### src/logic/isa_pkg.sv
package isa_pkg;

    typedef logic [31:0] word_t;
    typedef logic [4:0]  reg_addr_t;
    typedef logic [4:0]  shamt_t;
    typedef logic [5:0]  opcode_t;
    typedef logic [5:0]  funct_t;

    // primary opcodes
    localparam opcode_t OP_SPECIAL = 6'b000000;
    localparam opcode_t OP_ADDIU   = 6'b001001;
    localparam opcode_t OP_ORI     = 6'b001101;
    localparam opcode_t OP_LUI     = 6'b001111;
    localparam opcode_t OP_SW      = 6'b101011;

    // SPECIAL function field
    localparam funct_t FN_SLL  = 6'b000000;
    localparam funct_t FN_ADDU = 6'b100001;
    localparam funct_t FN_SUBU = 6'b100011;
    localparam funct_t FN_AND  = 6'b100100;
    localparam funct_t FN_OR   = 6'b100101;
    localparam funct_t FN_XOR  = 6'b100110;
    localparam funct_t FN_SLT  = 6'b101010;

    typedef enum logic [2:0] {
        ALU_ADD,
        ALU_SUB,
        ALU_AND,
        ALU_OR,
        ALU_XOR,
        ALU_SLT,
        ALU_SLL,
        ALU_LUI
    } alu_op_t;

    // sll $0,$0,0
    localparam word_t NOP_WORD = 32'h0000_0000;

endpackage

### src/logic/pipe_pkg.sv
package pipe_pkg;

    typedef struct packed {
        isa_pkg::word_t pc;
        isa_pkg::word_t inst;
    } fetch_entry_t;

    typedef struct packed {
        isa_pkg::reg_addr_t rs;
        isa_pkg::reg_addr_t rt;
        isa_pkg::alu_op_t   alu_op;
        logic               src_a_shamt;
        logic               src_b_imm;
        isa_pkg::word_t     imm;
        isa_pkg::shamt_t    shamt;
        logic               reg_wen;
        isa_pkg::reg_addr_t reg_waddr;
        logic               store;
    } dec_ctrl_t;

    // operands already resolved by the issue stage
    typedef struct packed {
        isa_pkg::alu_op_t   alu_op;
        logic               src_a_shamt;
        logic               src_b_imm;
        isa_pkg::word_t     imm;
        isa_pkg::shamt_t    shamt;
        logic               reg_wen;
        isa_pkg::reg_addr_t reg_waddr;
        logic               store;
        isa_pkg::word_t     rs_value;
        isa_pkg::word_t     rt_value;
    } exec_in_t;

    typedef struct packed {
        logic               wen;
        isa_pkg::reg_addr_t waddr;
        isa_pkg::word_t     wdata;
    } result_t;

    typedef struct packed {
        isa_pkg::word_t addr;
        isa_pkg::word_t data;
    } store_req_t;

    localparam exec_in_t EXEC_NOP = '0;

endpackage

### src/logic/memory_stage.sv
`timescale 1ns/1ps

module memory_stage (
    input  logic                    clk,
    input  logic                    rst_n_i,
    input  pipe_pkg::result_t [1:0] ex_result_i,
    input  pipe_pkg::store_req_t    store_i,
    input  logic                    store_valid_i,
    output pipe_pkg::result_t [1:0] mem_result_o,
    output pipe_pkg::result_t [1:0] wb_result_o,
    output logic                    data_sram_en_o,
    output logic [3:0]              data_sram_wen_o,
    output isa_pkg::word_t          data_sram_addr_o,
    output isa_pkg::word_t          data_sram_wdata_o
);

    // word stores only, all byte lanes
    assign data_sram_en_o    = store_valid_i;
    assign data_sram_wen_o   = {4{store_valid_i}};
    assign data_sram_addr_o  = store_i.addr;
    assign data_sram_wdata_o = store_i.data;

    // results sitting in memory, offered for bypass
    assign mem_result_o = ex_result_i;

    always_ff @(posedge clk) begin
        if (!rst_n_i) begin
            wb_result_o <= '0;
        end else begin
            wb_result_o <= ex_result_i;
        end
    end

endmodule

### config.mk
export PLATFORM = sky130hd
export DESIGN_NAME = memory_stage
export DESIGN_NICKNAME = d
export VERILOG_FILES = /design/src/logic/isa_pkg.sv /design/src/logic/pipe_pkg.sv /design/src/logic/memory_stage.sv
export SDC_FILE = /design/constraint.sdc
export NUM_CORES = 1
export LEC_CHECK = 0
export ABC_AREA = 1
export ABC_CLOCK_PERIOD_IN_PS = 1900
export CAP_MARGIN = 20
export CORE_AREA = 2 2 140 142
export CTS_BUF_LIST = sky130_fd_sc_hd__clkbuf_4 sky130_fd_sc_hd__clkbuf_8
export CTS_CLUSTER_DIAMETER = 50
export DETAILED_ROUTE_END_ITERATION = 7
export DIE_AREA = 0 0 142 144
export DONT_BUFFER_PORTS = 1
export PLACE_DENSITY = 0.3
export SLEW_MARGIN = 40
export SYNTH_ARGS = -nofsm -noshare
export SYNTH_HDL_FRONTEND = slang
export SYNTH_SLANG_ARGS = --single-unit
### constraint.sdc
create_clock -name clk -period 1.9 [get_ports clk]
set_input_delay 0.285 -clock clk [delete_from_list [all_inputs] [get_ports clk]]
set_output_delay 0.285 -clock clk [all_outputs]
set_load 0.1 [all_outputs]
# After elaboration in Yosys (flattened, before gate mapping)
# Index checks and enable logic that the tools add are counted.
[totals]
regBits = 76

# Logic depth before layout (Yosys ltp)
[depth]
depth_word = 0
ltp_mapped = 4
mapped_depth_nobuf = 2

# Least setup slack after synthesis
# OpenSTA, ideal clock, no wires.
[synth_timing]
kind = "flip-flop to output port"
from = "register wb_result_o[0] (netlist bit)"
to = "output wb_result_o[0] (netlist bit)"
arrival_ns = 0.909
path_slack_ns = 0.706
stages_incl_launch_ff = 1
path_buffers = 0
required_time_ns = 1.615
cell_sequence = "dfxtp_1"
[synth_lines]
columns = ["element", "line_no", "text"]
rows = [
  ["from (decl)", "memory_stage.sv:10", "output pipe_pkg::result_t [1:0] wb_result_o,"],
  ["from (signal assigned)", "memory_stage.sv:30", "wb_result_o <= ex_result_i;"],
]
# No word-level cell between the ends.

# Worst setup path in the final report
[layout_timing]
from = "register wb_result_o[57] (netlist bit)"
to = "output wb_result_o[57] (netlist bit)"
# No word-level cell between the ends.

==> out/results.md <==
| Quantity | Reported |
|---|---|
| H-tree depth | 3 |
| Largest register FFs | 76 |
| Maximum fanout encountered on the critical timing path | 1 |
| Number of distinct standard cells referenced by the synthesized netlist | 6 |
| Area after DPL | 2960 sq um |
| Global-route total usage across every layer | 8.43% |
| Maximum number of pins on one net before global-route repair | 77 |
| Cells traversed along the worst timing path | buf_4 |
| Final Hold Fails | 0 |
| Leakage power figure | 1.97 nW |
| Number of placed instances, taps included | 542 |
| Netlist Area Pre-Place | 3230 sq um |
| Die X-Extent | 142 um |
| Worst EP required | 1.62 ns |
| Crit path largest cell delay | 0.33 ns |
| Clk pin slew, worst setup/hold paths | 0.09 ns |
| Avg Cell Area, Syn | 8.48 sq um |
| Hold WC Path Type | primary input to register |
| Biggest registers after layout | wb_result_o: 76 flops |
| Count of pins on the block boundary | 364 |
| Family with the most delay on the worst path | flip-flops |
| Arrival time of the worst setup path | 0.98 ns |
| Yosys warnings | 0 |
| Synth Net Count | 524 |
| Worst path buffer plus inverter count | 1 |
| Register with the most flip-flops | wb_result_o |
| Signed area change from the synthesized netlist to the final layout | 6.51% |
| Post-placement worst setup slack | 0.999 ns |
| Die height | 144 um |
| Setup repair after global routing missed its margin | false |
| Power per cell area | 1090 nW/um^2 |
| Vias in the first global route | 1714 |
| Number of buffers added on ports | 0 |
| Count of state elements after synthesis | 76 |
| Met2 wire length | 4.98 mm |
| Final Non-Filler Cells | 588 |
| Post-route clock period utilization | 66.6% |
| Cell accounting for the most synthesized area | sky130_fd_sc_hd__dfxtp_1 |
| Share of the synthesized area in the top cell type | 47.1% |
| Wire length after detailed routing | 9.30 mm |
| Worst setup slack after layout | 0.634 ns |
| Top cells by area in the synthesized netlist | sky130_fd_sc_hd__dfxtp_1 (47%), sky130_fd_sc_hd__buf_4 (35%), sky130_fd_sc_hd__nand2_1 (8.8%) |
| Initial core utilization | 16.9% |
| Total area of sequential cells | 1520 sq um |
| Ratio of cells with drive above 1 in the final layout | 29.2% |
| Sort of element at the start of the critical path | register |
| Maximum operating frequency | 790 MHz |
| Routed met3 length | 1.48 mm |
| Maximum count of clock buffers along a single path | 2 |
| Run status | complete, no violations |
| Wire length of the first global-routing pass | 11.8 mm |
| Total gr overflow | 0 |
| Clock root cell | sky130_fd_sc_hd__clkbuf_8 |
| Filler cell count in the final layout | 2139 |
| Initial detailed-routing violation count | 39 |
| Largest voltage drop on the vdd net | 261 uV |
| TritonCTS clock tree | yes |
| Area of the die | 20400 sq um |
| Element type at the critical path end | primary output |
| Post-layout minimum cycle time | 1.27 ns |
| # clock sinks | 76 |
| Relative max-transition margin | 80.2% |
| Total number of vias | 1833 |
| WHS | 0.0335 ns |
| Number of antenna violations at the first check in global routing | 0 |
| Part of the Yosys area used for sequential elements | 47.1% |
| Average detailed-routed wire length per instance | 15.8 um |
| Ratio of routed vias to standard cells | 3.12 |
| DP Wirelength | 7.44 mm |
| Detail Route Antenna Nets | 0 |
| Core area | 19100 sq um |
| Met1 Wirelength | 2.59 mm |
| Multi-input gate area | 285 sq um |
| Crit path kind | register to primary output |
| First-pass DRT Iterations | 4 |
| Final-stage net count | 487 |
| CTS buffer count | 9 |
| Final number of max-transition violations | 0 |
| Final RePlAce weighted congestion | 0.672 |
| Slew @ Worst Pin | 0.300 ns |
| Post-synthesis cell count | 381 |
| Slowest CP cell | sky130_fd_sc_hd__dfxtp_1 |
| Sum of negative setup slack | 0 ns |
| Max Used Layer | met4 |
| Pwr Total | 3.75 mW |
| Post-route standard cell area excluding fillers | 3440 sq um |
| Core utilization of the finished layout | 18.0% |
| Number of rows created at floorplan | 51 |
| Max-capacitance violation count | 0 |
| Final-report setup violation count | 0 |
| DRC violation count after routing | 0 |
[power breakdown]
part	internal [mW]	switching, mW	leakage [nW]
Clock	0.545	0.621	0.0876
Combinational	0.174	0.713	1.25
Sequential	1.68	0.0228	0.633
[per-layer routing]
metal  up-vias  global-route usage, %
met5         -                      0
met4         0                   4.68
met3        19                   6.06
met2       210                   15.3
met1       758                   6.51
li1        846                      -
[synthesized netlist by cell type (all sizes together)]
cell type and count:
nand2 76, inv 76, buf 153, dfxtp 76
[layout by cell type (no fill, tap or decap)]
cell,instances
sky130_fd_sc_hd__inv_2,10
sky130_fd_sc_hd__clkbuf_8,11
sky130_fd_sc_hd__clkinv_2,1
sky130_fd_sc_hd__dfxtp_1,76
sky130_fd_sc_hd__nand2_1,76
sky130_fd_sc_hd__inv_1,66
sky130_fd_sc_hd__buf_4,76
sky130_fd_sc_hd__clkinvlp_4,3
sky130_fd_sc_hd__dlygate4sd3_1,29
sky130_fd_sc_hd__diode_2,1
sky130_fd_sc_hd__clkinv_4,1
[cells by family after synthesis]
logic type	after synthesis	synth area share (%)
buffers and inverters	229	44.1
DFF	76	47.1
and+or+nand+nor	76	8.83
[cell type report]
| cell class | count | share of cell area (%) |
|---|---|---|
| flip-flops and latches | 76 | 44.2 |
| clock inverters | 5 | 1.05 |
| diodes | 1 | 0.0727 |
| multi-input cells | 76 | 8.29 |
| inverters | 76 | 8.29 |
| clock buffers | 11 | 4.40 |
| well taps | 238 | 8.65 |
| repair buffers | 105 | 25.0 |
[path summary, 6_finish.rpt]
path | start | to | slack (ns) | cells past startpoint
max | wb_result_o[57] | wb_result_o[57] | 0.63 | 1
min | rst_n_i | wb_result_o[63] | 0.03 | 2
[repair_timing]
action,CTS,global route
hold buffers,29,0
endpoints found under the setup margin,0,0
resized for setup,0,0
buffers inserted,0,0
endpoints found under the hold margin,27,0
Note: power is estimated with default switching activity, not from simulation.
