===== src/logic/isa_pkg.sv =====
package isa_pkg;

    typedef logic [31:0] word_t;
    typedef logic [4:0]  reg_addr_t;
    typedef logic [4:0]  shamt_t;
    typedef logic [5:0]  opcode_t;
    typedef logic [5:0]  funct_t;

    // primary opcodes
    localparam opcode_t OP_SPECIAL = 6'b000000;
    localparam opcode_t OP_ADDIU   = 6'b001001;
    localparam opcode_t OP_ORI     = 6'b001101;
    localparam opcode_t OP_LUI     = 6'b001111;
    localparam opcode_t OP_SW      = 6'b101011;

    // SPECIAL function field
    localparam funct_t FN_SLL  = 6'b000000;
    localparam funct_t FN_ADDU = 6'b100001;
    localparam funct_t FN_SUBU = 6'b100011;
    localparam funct_t FN_AND  = 6'b100100;
    localparam funct_t FN_OR   = 6'b100101;
    localparam funct_t FN_XOR  = 6'b100110;
    localparam funct_t FN_SLT  = 6'b101010;

    typedef enum logic [2:0] {
        ALU_ADD,
        ALU_SUB,
        ALU_AND,
        ALU_OR,
        ALU_XOR,
        ALU_SLT,
        ALU_SLL,
        ALU_LUI
    } alu_op_t;

    // sll $0,$0,0
    localparam word_t NOP_WORD = 32'h0000_0000;

endpackage


===== src/logic/pipe_pkg.sv =====
package pipe_pkg;

    typedef struct packed {
        isa_pkg::word_t pc;
        isa_pkg::word_t inst;
    } fetch_entry_t;

    typedef struct packed {
        isa_pkg::reg_addr_t rs;
        isa_pkg::reg_addr_t rt;
        isa_pkg::alu_op_t   alu_op;
        logic               src_a_shamt;
        logic               src_b_imm;
        isa_pkg::word_t     imm;
        isa_pkg::shamt_t    shamt;
        logic               reg_wen;
        isa_pkg::reg_addr_t reg_waddr;
        logic               store;
    } dec_ctrl_t;

    // operands already resolved by the issue stage
    typedef struct packed {
        isa_pkg::alu_op_t   alu_op;
        logic               src_a_shamt;
        logic               src_b_imm;
        isa_pkg::word_t     imm;
        isa_pkg::shamt_t    shamt;
        logic               reg_wen;
        isa_pkg::reg_addr_t reg_waddr;
        logic               store;
        isa_pkg::word_t     rs_value;
        isa_pkg::word_t     rt_value;
    } exec_in_t;

    typedef struct packed {
        logic               wen;
        isa_pkg::reg_addr_t waddr;
        isa_pkg::word_t     wdata;
    } result_t;

    typedef struct packed {
        isa_pkg::word_t addr;
        isa_pkg::word_t data;
    } store_req_t;

    localparam exec_in_t EXEC_NOP = '0;

endpackage


===== src/logic/decoder.sv =====
`timescale 1ns/1ps

module decoder (
    input  isa_pkg::word_t      inst_i,
    output pipe_pkg::dec_ctrl_t ctrl_o
);

    import isa_pkg::*;
    import pipe_pkg::*;

    opcode_t     op;
    funct_t      funct;
    logic [15:0] imm16;
    logic        known;

    assign op    = inst_i[31:26];
    assign funct = inst_i[5:0];
    assign imm16 = inst_i[15:0];

    always_comb begin
        ctrl_o           = '0;
        ctrl_o.rs        = inst_i[25:21];
        ctrl_o.rt        = inst_i[20:16];
        ctrl_o.shamt     = inst_i[10:6];
        ctrl_o.imm       = {{16{imm16[15]}}, imm16};
        ctrl_o.reg_wen   = 1'b1;
        ctrl_o.reg_waddr = inst_i[15:11];
        known            = 1'b1;
        case (op)
            OP_SPECIAL: begin
                case (funct)
                    FN_ADDU: ctrl_o.alu_op = ALU_ADD;
                    FN_SUBU: ctrl_o.alu_op = ALU_SUB;
                    FN_AND:  ctrl_o.alu_op = ALU_AND;
                    FN_OR:   ctrl_o.alu_op = ALU_OR;
                    FN_XOR:  ctrl_o.alu_op = ALU_XOR;
                    FN_SLT:  ctrl_o.alu_op = ALU_SLT;
                    FN_SLL: begin
                        ctrl_o.alu_op      = ALU_SLL;
                        ctrl_o.src_a_shamt = 1'b1;
                    end
                    default: known = 1'b0;
                endcase
            end
            OP_ADDIU: begin
                ctrl_o.alu_op    = ALU_ADD;
                ctrl_o.src_b_imm = 1'b1;
                ctrl_o.reg_waddr = ctrl_o.rt;
            end
            OP_ORI: begin
                ctrl_o.alu_op    = ALU_OR;
                ctrl_o.src_b_imm = 1'b1;
                ctrl_o.imm       = {16'h0000, imm16};
                ctrl_o.reg_waddr = ctrl_o.rt;
            end
            OP_LUI: begin
                ctrl_o.alu_op    = ALU_LUI;
                ctrl_o.src_b_imm = 1'b1;
                ctrl_o.imm       = {imm16, 16'h0000};
                ctrl_o.reg_waddr = ctrl_o.rt;
            end
            OP_SW: begin
                // address from the ALU, rt is the store data
                ctrl_o.alu_op    = ALU_ADD;
                ctrl_o.src_b_imm = 1'b1;
                ctrl_o.store     = 1'b1;
                ctrl_o.reg_wen   = 1'b0;
            end
            default: known = 1'b0;
        endcase
        if (!known) begin
            ctrl_o = '0;
        end
        if (ctrl_o.reg_waddr == '0) begin
            ctrl_o.reg_wen = 1'b0;
        end
    end

endmodule


===== src/logic/issue_stage.sv =====
`timescale 1ns/1ps

module issue_stage (
    input  logic                         clk,
    input  logic                         rst_n_i,
    input  pipe_pkg::fetch_entry_t [1:0] head_i,
    input  logic [1:0]                   count_i,
    output logic [1:0]                   pop_count_o,
    output isa_pkg::reg_addr_t [3:0]     rf_raddr_o,
    input  isa_pkg::word_t [3:0]         rf_rdata_i,
    input  pipe_pkg::result_t [1:0]      ex_fwd_i,
    input  pipe_pkg::result_t [1:0]      mem_fwd_i,
    output pipe_pkg::exec_in_t           master_o,
    output pipe_pkg::exec_in_t           slave_o
);

    import isa_pkg::*;
    import pipe_pkg::*;

    dec_ctrl_t [1:0] dec;
    word_t [3:0]     operand;
    logic            master_go;
    logic            slave_go;
    logic            slave_dep;

    decoder u_decoder_master (
        .inst_i (head_i[0].inst),
        .ctrl_o (dec[0])
    );

    decoder u_decoder_slave (
        .inst_i (head_i[1].inst),
        .ctrl_o (dec[1])
    );

    // later matches override earlier ones
    function automatic word_t bypass(reg_addr_t addr, word_t rf_value);
        word_t value;
        value = rf_value;
        for (int s = 0; s < 2; s++) begin
            if (mem_fwd_i[s].wen && mem_fwd_i[s].waddr == addr) begin
                value = mem_fwd_i[s].wdata;
            end
        end
        for (int s = 0; s < 2; s++) begin
            if (ex_fwd_i[s].wen && ex_fwd_i[s].waddr == addr) begin
                value = ex_fwd_i[s].wdata;
            end
        end
        return value;
    endfunction

    function automatic exec_in_t to_exec(dec_ctrl_t ctrl, word_t rs_value, word_t rt_value);
        exec_in_t e;
        e.alu_op      = ctrl.alu_op;
        e.src_a_shamt = ctrl.src_a_shamt;
        e.src_b_imm   = ctrl.src_b_imm;
        e.imm         = ctrl.imm;
        e.shamt       = ctrl.shamt;
        e.reg_wen     = ctrl.reg_wen;
        e.reg_waddr   = ctrl.reg_waddr;
        e.store       = ctrl.store;
        e.rs_value    = rs_value;
        e.rt_value    = rt_value;
        return e;
    endfunction

    // master rs, master rt, slave rs, slave rt
    assign rf_raddr_o = {dec[1].rt, dec[1].rs, dec[0].rt, dec[0].rs};

    always_comb begin
        for (int p = 0; p < 4; p++) begin
            operand[p] = bypass(rf_raddr_o[p], rf_rdata_i[p]);
        end
    end

    assign master_go = count_i != 2'd0;
    // slave may not read what the master writes
    assign slave_dep = dec[0].reg_wen &&
                       ((!dec[1].src_a_shamt && dec[1].rs == dec[0].reg_waddr) ||
                        (!dec[1].src_b_imm && dec[1].rt == dec[0].reg_waddr));
    assign slave_go    = (count_i == 2'd2) && !dec[1].store && !slave_dep;
    assign pop_count_o = slave_go ? 2'd2 : {1'b0, master_go};

    always_ff @(posedge clk) begin
        if (!rst_n_i) begin
            master_o <= EXEC_NOP;
            slave_o  <= EXEC_NOP;
        end else begin
            master_o <= master_go ? to_exec(dec[0], operand[0], operand[1]) : EXEC_NOP;
            slave_o  <= slave_go ? to_exec(dec[1], operand[2], operand[3]) : EXEC_NOP;
        end
    end

endmodule


===== config.mk =====
export PLATFORM = sky130hd
export DESIGN_NAME = issue_stage
export DESIGN_NICKNAME = d
export VERILOG_FILES = /design/src/logic/isa_pkg.sv /design/src/logic/pipe_pkg.sv /design/src/logic/decoder.sv /design/src/logic/issue_stage.sv
export SDC_FILE = /design/constraint.sdc
export NUM_CORES = 1
export LEC_CHECK = 0
export BUFFER_PORTS_ARGS = -buffer_cell sky130_fd_sc_hd__clkbuf_2
export CAP_MARGIN = 10
export CORE_AREA = 3 3 257 259
export CTS_CLUSTER_SIZE = 16
export DETAILED_ROUTE_END_ITERATION = 16
export DIE_AREA = 0 0 260 262
export PLACE_DENSITY = 0.44
export SYNTH_ARGS = -nofsm -noshare
export SYNTH_HDL_FRONTEND = slang
export SYNTH_SLANG_ARGS = --single-unit

===== constraint.sdc =====
create_clock -name clk -period 3.4 [get_ports clk]
set_input_delay 0.34 -clock clk [delete_from_list [all_inputs] [get_ports clk]]
set_output_delay 0.34 -clock clk [all_outputs]
set_load 0.005 [all_outputs]

# --- Word-level counts from Yosys, hierarchy flattened ---
# Index checks and enable logic that the tools add are counted.
totals:
  reg_bits: 226
  inputBits: 412
  elab_cells: 149
classes:
  eq_ne: 39
  muxes: 42
  n_bitwise: 3
  n_reduce_logical: 45
op_table:
  columns: ["operator", "count"]
  rows:
  - ["32-bit two-way mux", 16]
  - ["32-bit one-hot mux with 2 select lines", 2]
  - ["59-bit two-way mux", 2]
  - ["5-bit equality test", 18]
  - ["6-bit equality test, second input constant", 14]
  - ["6-bit by 4-bit equality test with 1-bit output, second input constant", 6]
  - ["3-bit one-hot mux with 6 select lines", 2]
  - ["6-bit logical NOT", 4]
  - ["1-bit logical AND", 21]
  - ["3-bit one-hot mux with 3 select lines", 2]
  - ["7-bit OR reduction", 2]
  - ["1-bit two-way mux", 13]
  - ["4-bit OR reduction", 3]
  - ["5-bit logical NOT", 2]
  - ["5-bit two-way mux", 2]
  - ["3-bit AND reduction", 2]
  - ["3-bit OR reduction", 2]
  - ["1-bit logical NOT", 4]
  - ["1-bit one-hot mux with 2 select lines", 2]
  - ["2-bit AND reduction", 2]
  - ["4-bit AND reduction", 1]
  - ["1-bit inverter", 3]
  - ["2-bit equality test, second input constant", 1]
  - ["2-bit two-way mux", 1]
  - ["other kinds (2)", 2]

# --- Logic depth before layout (Yosys ltp) ---
# Gate-level depths: netlist (run 1).
logic_depth:
  ltp_word: 13
  ltp_mapped: 13
  mapped_depth_nobuf: 8

# --- By module ---
# A second synthesis (run 1) with hierarchy kept.
hier_totals:
  cells_unflattened: 1878
  area_unflattened_um2: 14818.0
modules_own_cells:
  columns: ["module", "n_inst", "cells_each", "area_per_inst_um2", "seq_area_each_um2"]
  rows:
  - ["issue_stage", 1, 1575, 12872.3, 4524.3]
  - ["decoder (u_decoder_master)", 1, 153, 1096.1, 0.0]
  - ["decoder (u_decoder_slave)", 1, 150, 849.6, 0.0]

# --- Worst setup path before layout (run 1) ---
# No wires, ideal clock.
synth_timing:
  kind: "input-to-reg"
  startpoint: "input port head_i[0] in the netlist's numbering"
  endpoint: "register slave_o[28] in the netlist's numbering"
  setup_ps: 120
  arrival_ps: 2816
  t_required_ps: 3280
  setup_slack_ps: 464
  stages: 11
  n_path_buf: 3
  cell_sequence: "buf_2 > or3_1 > a21oi_1 > o21ai_2 > a2111o_1 > a221o_1 > a211o_1 > o211a_1 > buf_2 > buf_6 > o31a_1"
synth_via:
  elab_chain_len: 12
synth_rtl:
  columns: ["element", "line", "text"]
  rows:
  - ["start, declared", "issue_stage.sv:6", "input pipe_pkg::fetch_entry_t [1:0] head_i,"]
  - ["6-bit equality test / 6-bit logical NOT (equally long branches)", "decoder.sv:31", "case (funct)"]
  - ["7-bit OR reduction (no source line) *", null, null]
  - ["1-bit two-way mux *", "decoder.sv:31", null]
  - ["1-bit one-hot mux with 2 select lines *", "decoder.sv:29", "case (op)"]
  - ["59-bit two-way mux *", "decoder.sv:71", "if (!known) begin"]
  - ["5-bit equality test, on equally long branches", "issue_stage.sv:80, issue_stage.sv:81", null]
  - ["1-bit logical AND, on equally long branches", "issue_stage.sv:80, issue_stage.sv:81", null]
  - ["1-bit logical OR", "issue_stage.sv:80", "((!dec[1].src_a_shamt && dec[1].rs == dec[0].reg_waddr) ||"]
  - ["1-bit logical AND *", "issue_stage.sv:79", "assign slave_dep = dec[0].reg_wen &&"]
  - ["1-bit logical NOT *", "issue_stage.sv:82", "assign slave_go = (count_i == 2'd2) && !dec[1].store && !slave_dep;"]
  - ["1-bit logical AND *", "issue_stage.sv:82", null]
  - ["2-bit AND reduction (no source line) *", null, null]
  - ["end signal, assigned", "issue_stage.sv:91", "slave_o <= slave_go ? to_exec(dec[1], operand[2], operand[3]) : EXEC_NOP;"]
  - ["end, declared", "issue_stage.sv:14", "output pipe_pkg::exec_in_t slave_o"]
# Every way passes the cells marked *; elsewhere a longest branch is shown, timed or not.
# A chain may end at the register's enable or synchronous reset.

# --- Final worst setup path (run 1) ---
layout_timing:
  startpoint: "input port head_i[0] in the netlist's numbering"
  endpoint: "output port pop_count_o[1]"
layout_via:
  elab_chain_len: 12
layout_rtl:
  columns: ["element", "line", "text"]
  rows:
  - ["6-bit equality test / 6-bit logical NOT (equally long branches)", "decoder.sv:31", null]
  - ["7-bit OR reduction (no source line) *", null, null]
  - ["1-bit two-way mux *", "decoder.sv:31", null]
  - ["1-bit one-hot mux with 2 select lines *", "decoder.sv:29", null]
  - ["59-bit two-way mux *", "decoder.sv:71", null]
  - ["5-bit equality test, on equally long branches", "issue_stage.sv:80, issue_stage.sv:81", null]
  - ["1-bit logical AND, on equally long branches", "issue_stage.sv:80, issue_stage.sv:81", null]
  - ["1-bit logical OR", "issue_stage.sv:80", null]
  - ["1-bit logical AND *", "issue_stage.sv:79", null]
  - ["1-bit logical NOT *", "issue_stage.sv:82", null]
  - ["1-bit logical AND *", "issue_stage.sv:82", null]
  - ["2-bit two-way mux *", "issue_stage.sv:83", "assign pop_count_o = slave_go ? 2'd2 : {1'b0, master_go};"]
  - ["end, declared", "issue_stage.sv:8", "output logic [1:0] pop_count_o,"]
# Marks and branches as above.

==> results of run 1 <==
stage by stage:
step	power [mW]	worst slack, ns	instances	setup TNS (ns)
floorplan	3.37	0.464	1817	0
global placement	4.13	-0.0867	3193	-0.260
detailed placement	4.14	-0.0870	3193	-0.397
CTS	7.65	0.0581	3263	0
global route	7.87	0.00665	3273	0
finish	7.58	0.107	3276	0
layout make-up:
class	count	share of cell area, %
Clock buffer	37	3.96
Sequential cell	226	22.5
Tap cell	855	5.32
Clock inverter	17	1.22
Inverter	43	0.803
Antenna cell	13	0.162
Multi-Input combinational cell	1349	43.7
Timing Repair Buffer	736	22.4
cell families (layout without fill, tap and decap cells):
group,count (synthesis),after routing,synth area share [%]
xor+xnor,29,29,1.84
other cells,1,14,0.0264
simple gates,689,689,22.6
compound gates,555,555,30.4
mux,75,75,5.31
buf+inv,242,833,7.99
flops,226,226,31.9
where the power goes:
part	internal [mW]	total [mW]	switching, mW
clock	2.10	3.47	1.36
sequential	2.73	2.76	0.0285
combinational	0.535	1.35	0.820
total	5.36	7.58	2.21
layout by cell type, fill, tap and decap left out, drive strengths merged, types with 22 or more instances in the layout:
master / netlist / final
a311o: 33 / 33
nor3: 25 / 25
o21ai: 61 / 61
inv: 40 / 42
a211oi: 22 / 22
a311oi: 34 / 34
a221oi: 41 / 41
buf: 95 / 125
nor2: 237 / 237
a22oi: 38 / 38
mux2i: 73 / 73
a211o: 35 / 35
nand3: 98 / 98
a31oi: 37 / 37
o21a: 31 / 31
clkbuf: 104 / 632
and3: 22 / 22
nand2: 204 / 204
nand4b: 29 / 29
dfxtp: 226 / 226
o311ai: 35 / 35
a21oi: 95 / 95
what timing repair did:
item,in CTS,in global routing
endpoints found under the hold margin,29,0
setup endpoints to repair,0,2
hold buffers,16,0
gates resized for setup,0,2
critical path: stages:
cell	delay, ns
clkbuf_2	0.11
or3_1	0.44
a21oi_1	0.23
o21ai_2	0.14
buf_4	0.18
a2111o_1	0.40
a221o_1	0.33
a211o_1	0.37
o211a_1	0.17
buf_4	0.14
clkbuf_2	0.10
routing by layer:
metal  vias to the layer above  track usage (%)
met4                         4             8.53
li1                       7914                -
met1                      8545             30.6
met3                       161             5.19
met5                         -                0
met2                       948             39.2
path summary, 6_finish.rpt:
path | endpoint | slack (ns) | cells past startpoint
setup / recovery | pop_count_o[1] | 0.11 | 11
hold / removal | master_o[96]$_SDFF_PN0_ | 0.02 | 3
flip-flops by register name, indices dropped and copies added, names as in the netlist:
register / count
slave_o: 113
master_o: 113
==> metrics list, run 1 <==
- Outcome: finished, final reports clean
- CTS built an H-tree with a depth of 1.
- Top achievable clock speed: 304 MHz
- Entering global routing, the biggest net connects 49 pins.
* Vias after detailed routing: 17572
* Total Wirelength: 86200 um
- In this run, synthesis produced a sequential element count of 226.
* Placement Rows: 93
- When the netlist entered floorplanning its net count stood at 2229.
- Antenna violations before repair: 16
- Yosys mapped a number of flops with a built-in enable equal to 0.
- Data on the critical path arrives at its endpoint at 2.95 ns.
- Post-route antenna net violation count: 0
- Vias in the first global route: 17283
* Clock sink total: 226
- Pleak: 9.12 nW
* CTS max path bufs: 3
- First-iteration detailed-routing DRC count: 1697
- Max-cap violations in this run came to 0.
- Of the post-synthesis cell area, the dominant cell type holds 31.9%.
- Fin util: 31.4%
- The die is 260 um wide.
- In this run the worst path has a maximum fanout of 5.
- Input and output buffers added on the ports amount to 595.
* Remaining max-slew budget at the tightest pin: 31.7%
- Dividing the final minimum period by the clock period gives 96.9%.
* Share of final-layout standard cells stronger than drive strength 1: 35.0%
- The setup path with the least slack is of type in -> out.
- Max rail drop VDD: 0.000378 V
- All-layer global routing usage: 23.8%
- The count of endpoints failing hold in the final timing report was 0.
- Final-layout fill cell count: 6900
* Number of failing setup endpoints in the final timing report: 0
* Synth top area cells: dfxtp_1 (32%), nor2_1 (6.2%), nand2_1 (5.4%), mux2i_1 (5.2%), nand3_1 (3.5%)
- Met3 Routed Length: 7110 um
- After synthesis the cells add up to 14200 um^2.
- The final max-slew violation count came to 0.
- Synth Flop Type: dfxtp_1
* Element type at the critical path end: primary output
- In the routed layout, each cell is associated on average with a via count of 5.36.
* Wire per inst: 26.3 um
* Min-delay src: head_i[4]
- Library cells used by synthesis: 84
* Synth area leader: dfxtp_1
- Unrepaired setup endpoints after global routing: false
* Layout net count: 2797
- nor2_1 is the most common cell in the netlist.
* Detailed-routing iteration count for the pre-antenna-repair pass: 8
- The share of the Yosys chip area taken by registers is 31.9%.
* Grt ovf: 0
- Library cell used as clock root buffer: clkbuf_16
* Total met2 wirelength after detailed routing: 41100 um
* Sequential cell area in the final layout: 4520 um^2
- The die covers 68100 um^2.
- Summing all multi-input logic gate instances after layout gives 8780 um^2.
- Most numerous cell types in the synthesized netlist: nor2_1 (235), dfxtp_1 (226), nand2_1 (204)
- Min Clock Period, post-route: 3.29 ns
- The most critical setup path has its startpoint at head_i[0].
- Core ar.: 64100 um^2
* Top Layer Used: met5
- Tightest Pin Transition: 1.01 ns
* Count of mapped cells out of synthesis: 1817
* Clock slew at reported path FFs: 0.06 ns
- At the worst endpoint, the required time is 3.06 ns.
- Number of remaining DRC errors: 0
- Global-route wire length before repair: 121000 um
- Initial Util: 22.1%
- Buffers added to address setup during post-CTS repair amount to 0.
* Total routed wire length on the met1 layer: 35600 um
* Hold WC Path Type: in -> reg
* Total I/O pin count: 660
- STA classifies the critical path startpoint as an input port.
- TritonCTS created 29 clock buffers.
- Growth of design area from synthesis to finish: 41.8%
- In this run the vertical extent of the chip is 262 um.
- Placed cell area: 18900 um^2
* Final GP Congestion: 0.914
* Final cell area excluding filler cells: 20100 um^2
- After synthesis, the share of flip-flops with an asynchronous set or reset is 0%.
* Mean area per synthesized cell: 7.80 um^2
- Dividing total power by cell area gives a power density of 377 nW/um^2.
- The tightest hold path in the finished design has a slack of 0.0156 ns.
- Total number of yosys warnings: 0
- Final HPWL DP: 63500 um
- TritonCTS clock tree: done
No activity file was read; power rests on OpenSTA's default activity.
==> run 2: changes to the inputs <==
--- a/config.mk
+++ b/config.mk
@@ -5,6 +5,7 @@
 export SDC_FILE = /design/constraint.sdc
 export NUM_CORES = 1
 export LEC_CHECK = 0
+export ABC_AREA = 1
 export BUFFER_PORTS_ARGS = -buffer_cell sky130_fd_sc_hd__clkbuf_2
 export CAP_MARGIN = 10
 export CORE_AREA = 3 3 257 259
@@ -12,6 +13,7 @@
 export DETAILED_ROUTE_END_ITERATION = 16
 export DIE_AREA = 0 0 260 262
 export PLACE_DENSITY = 0.44
+export RECOVER_POWER = 100
 export SYNTH_ARGS = -nofsm -noshare
 export SYNTH_HDL_FRONTEND = slang
 export SYNTH_SLANG_ARGS = --single-unit
==> metrics list, run 2 <==
* Initial Util: 22.2% (+0.037 points)
- The via count of the first global-routing pass is 17530 (+1.4%).
- Die Ht: 262 um (unchanged)
- The number of nets produced by synthesis came to 2723 (+22%).
- Post-synth top area share: 31.9% (-0.053 points)
- The top cell types in the final layout, fill and taps aside, are nand2_1 (511), clkbuf_2 (398), nor2_1 (343).
* Leading cell type by number of instances after synthesis: nand2_1
* Hold WC Path Type: in -> reg
- Placed cell area: 18500 um^2 (-1.9%)
- Element type at the critical path end: primary output
- Among all stages on the critical path, the largest delay is contributed by buf_4.
- The number of placed instances with taps included came to 3677 (+15%).
* Portion of the clock cycle consumed by the worst path in the final layout: 89.0% (-7.8 points)
- The pre-CTS worst setup slack came to 0.156 ns (+0.243 ns).
- The sequential cell area fraction in the yosys report was 31.9% (-0.053 points).
- The clock transition at the registers of the reported paths came to 0.06 ns (about the same).
- The worst path arrival time was 2.69 ns (-0.26 ns).
- The maximum number of buffers from clock root to sink is 3 (unchanged).
* Die span in x: 260 um (unchanged)
- The via count of the routed design is 18549 (+5.6%).
- Critical path cell sequence: clkbuf_1 > inv_1 > nand2_1 > nor2_1 > nand2_1 > nand2_1 > nand2_1 > nand3_4 > buf_4 > nand2_4 > clkinvlp_2 > nand2_1 > nand2_1 > nor2_1 > nand3_1 > nand2_1 > nand2_2 > nand2_1 > inv_1 > a21oi_1 > clkbuf_1
- The library cell used most frequently in the layout, excluding fill and tap cells, is nand2_1.
- Share of final-layout standard cells stronger than drive strength 1: 20.5% (-15 points)
- The largest stage delay on the critical path is 0.22 ns (-0.22 ns).
- Die area: 68100 um^2 (unchanged)
- Remaining max-slew budget at the tightest pin: -7.08% (-39 points)
- The run finished, with violations left.
- The final critical-path setup slack was 0.373 ns (+0.267 ns).
- The leakage power was 9.26 nW (+1.5%).
* Number of remaining DRC errors: 0 (unchanged)
* Synth area leader: dfxtp_1
* Growth of design area from synthesis to finish: 35.9%
- The count of antenna-violating nets left after detailed routing is 0 (unchanged).
- The flip-flop and latch count after synthesis came to 226 (unchanged).
- The fmax came to 330 MHz (+8.8%).
- The worst endpoint required time was 3.06 ns (about the same).
- The number of nets in the layout was 3274 (+17%).
- Library cell used as clock root buffer: clkbuf_16
* H-tree levels: 1 (unchanged)
- The summed instance area of the synthesized netlist was 14200 um^2 (+0.17%).
* Detailed-routing iteration count for the pre-antenna-repair pass: 6 (-2)
* Most numerous cell types in the synthesized netlist: nand2_1 (505), nor2_1 (350), nand3_1 (301)
- The initial antenna violation count was 17 (+1).
- The global-route wire length before repair was 120000 um (-0.38%).
- Asr flop ratio synth: 0% (unchanged)
- The first-iteration detailed-routing DRC count is 1849 (+9.0%).
* Total Wirelength: 85500 um (-0.79%)
- Number of vias per cell after detailed routing: 4.95 (-7.6%)
- In this design, the largest share of critical-path delay is due to simple AND/OR/NAND/NOR gates.
- The largest net degree at the start of global routing came to 65 (+33%).
* Count of flip-flops with a built-in enable after synthesis: 0 (unchanged)
- The post-layout total power is 7.52 mW (-0.69%).
- The minimum clock period is 3.03 ns (-0.267 ns).
- The total power divided by cell area was 390 nW/um^2 (+3.5%).
* Classification of the worst setup path: in -> out
* Mean area per synthesized cell: 6.15 um^2 (-21%)
- The total negative slack was 0 ns (unchanged).
* Final Hold Vio Count: 0 (unchanged)
- Unrepaired setup endpoints after global routing: false
* Violated checks: capacitance limit, slew limit
- The aggregate global routing overflow came to 0 (unchanged).
- For this run, the leading register cell type out of synthesis is dfxtp_1.
- Wire per inst: 22.8 um (-13%)
- The total number of clock tree sinks was 226 (unchanged).
- Max capacitance violation total: 1 (+1)
- Placement Rows: 93 (unchanged)
* Max rail drop VDD: 0.000361 V (-4.4%)
* Synth top area cells: dfxtp_1 (32%), nand2_1 (13%), nand3_1 (11%), nor2_1 (9.2%), nand4_1 (7.2%)
- Number of buffer cells added on primary ports: 595 (unchanged)
- The worst setup path is launched from an input port.
- Worst hold path depth: 3 (unchanged)
- Final cell area excluding filler cells: 19300 um^2 (-4.1%)
- Tightest Pin Transition: 1.61 ns (+0.592 ns)
- The number of buffers and inverters on the critical path was 6 (+2).
- The synthesized netlist cell count came to 2311 (+27%).
- Max-slew violation count: 38 (+38)
* Final Instance Count excl. Fillers: 3744 (+14%)
- Critical path peak fanout: 13 (+8)
- Total I/O pin count: 660 (unchanged)
* Number of cells on the critical path: 21 (+10)
- TritonCTS built the clock tree.
- Library cells used by synthesis: 37 (-56%)
- In this design, the critical path's most frequently occurring cell is nand2_1.
- In the final layout, the registers with the most flip-flops are master_o: 113 flops, slave_o: 113 flops.
- Total number of yosys warnings: 0 (unchanged)
- The detailed-placement wirelength estimate came to 67600 um (+6.5%).
* Number of clock buffers inserted by TritonCTS: 28 (-3.4%)
- All-layer global routing usage: 23.7% (-0.14 points)
- The total of endpoints with negative setup slack in the final report is 0 (unchanged).
* Core ar.: 64100 um^2 (unchanged)
- Final-layout fill cell count: 7247 (+5.0%)
- The global placer's final weighted congestion is 0.921 (+0.74%).
## run 2: changes by cell type in the layout (fill, tap and decap cells not counted), sizes merged, moves of 41 or more
cell	change
a21oi	+57
a221oi	-41
inv	+163
mux2i	-73
nand2	+314
nand3	+207
nand4	+155
nor2	+124
## run 2: area by class of cell
cell class	count	area, um^2	area share [%]
Antenna cell	6	15.0	0.0778
Clock buffer	37	796	4.12
Clock inverter	14	262	1.36
Inverter	206	777	4.03
Multi-Input combinational cell	1699	8070	41.8
Sequential cell	226	4520	23.4
Tap cell	855	1070	5.54
Timing Repair Buffer	701	3780	19.6
## run 2: worst paths after layout
path / from / to / slack (ns)
worst max-delay path: head_i[68] / pop_count_o[0] / 0.37
worst min-delay path: head_i[78] / slave_o[106]$_SDFF_PN0_ / 0.04
## run 2: cells by family (layout without fill, tap and decap cells)
kind of cell,after synthesis,count (layout),share of synthesized area [%]
flops,226,226,31.9
xor+xnor,20,20,1.23
buf+inv,386,958,12.1
other cells,1,7,0.0264
simple gates,1394,1394,44.3
compound gates,284,284,10.5
## run 2: where the power goes
part | total, mW | leakage (nW) | switching (mW) | internal [mW]
Combinational | 1.35 | 6.91 | 0.896 | 0.449
Clock | 3.42 | 0.516 | 1.24 | 2.17
Sequential | 2.76 | 1.84 | 0.0317 | 2.73
## run 2: per-layer routing
layer	track usage [%]	wire [um]	up-vias	part of all wire, %
li1	-	-	8711	-
met1	31.0	35400	8653	41
met2	39.1	39700	1028	46
met3	6.07	8360	135	9.8
met4	5.17	1950	22	2.3
met5	0	161	-	0.19
## run 2: repair_timing
item	4_1_cts	5_1_grt
buffers inserted	0	0
resized for setup	0	0
hold endpoints to repair	15	0
endpoints found under the setup margin	0	0
hold buffers	10	0
## run 2: stage by stage
step           utilization [%]  hold slack (ns)
2_1_floorplan                -            0.472
3_3_place_gp              28.9            0.577
3_5_place_dp              28.9            0.583
4_1_cts                   30.7         0.000224
5_1_grt                   30.1           0.0138
6_report                  30.1           0.0391
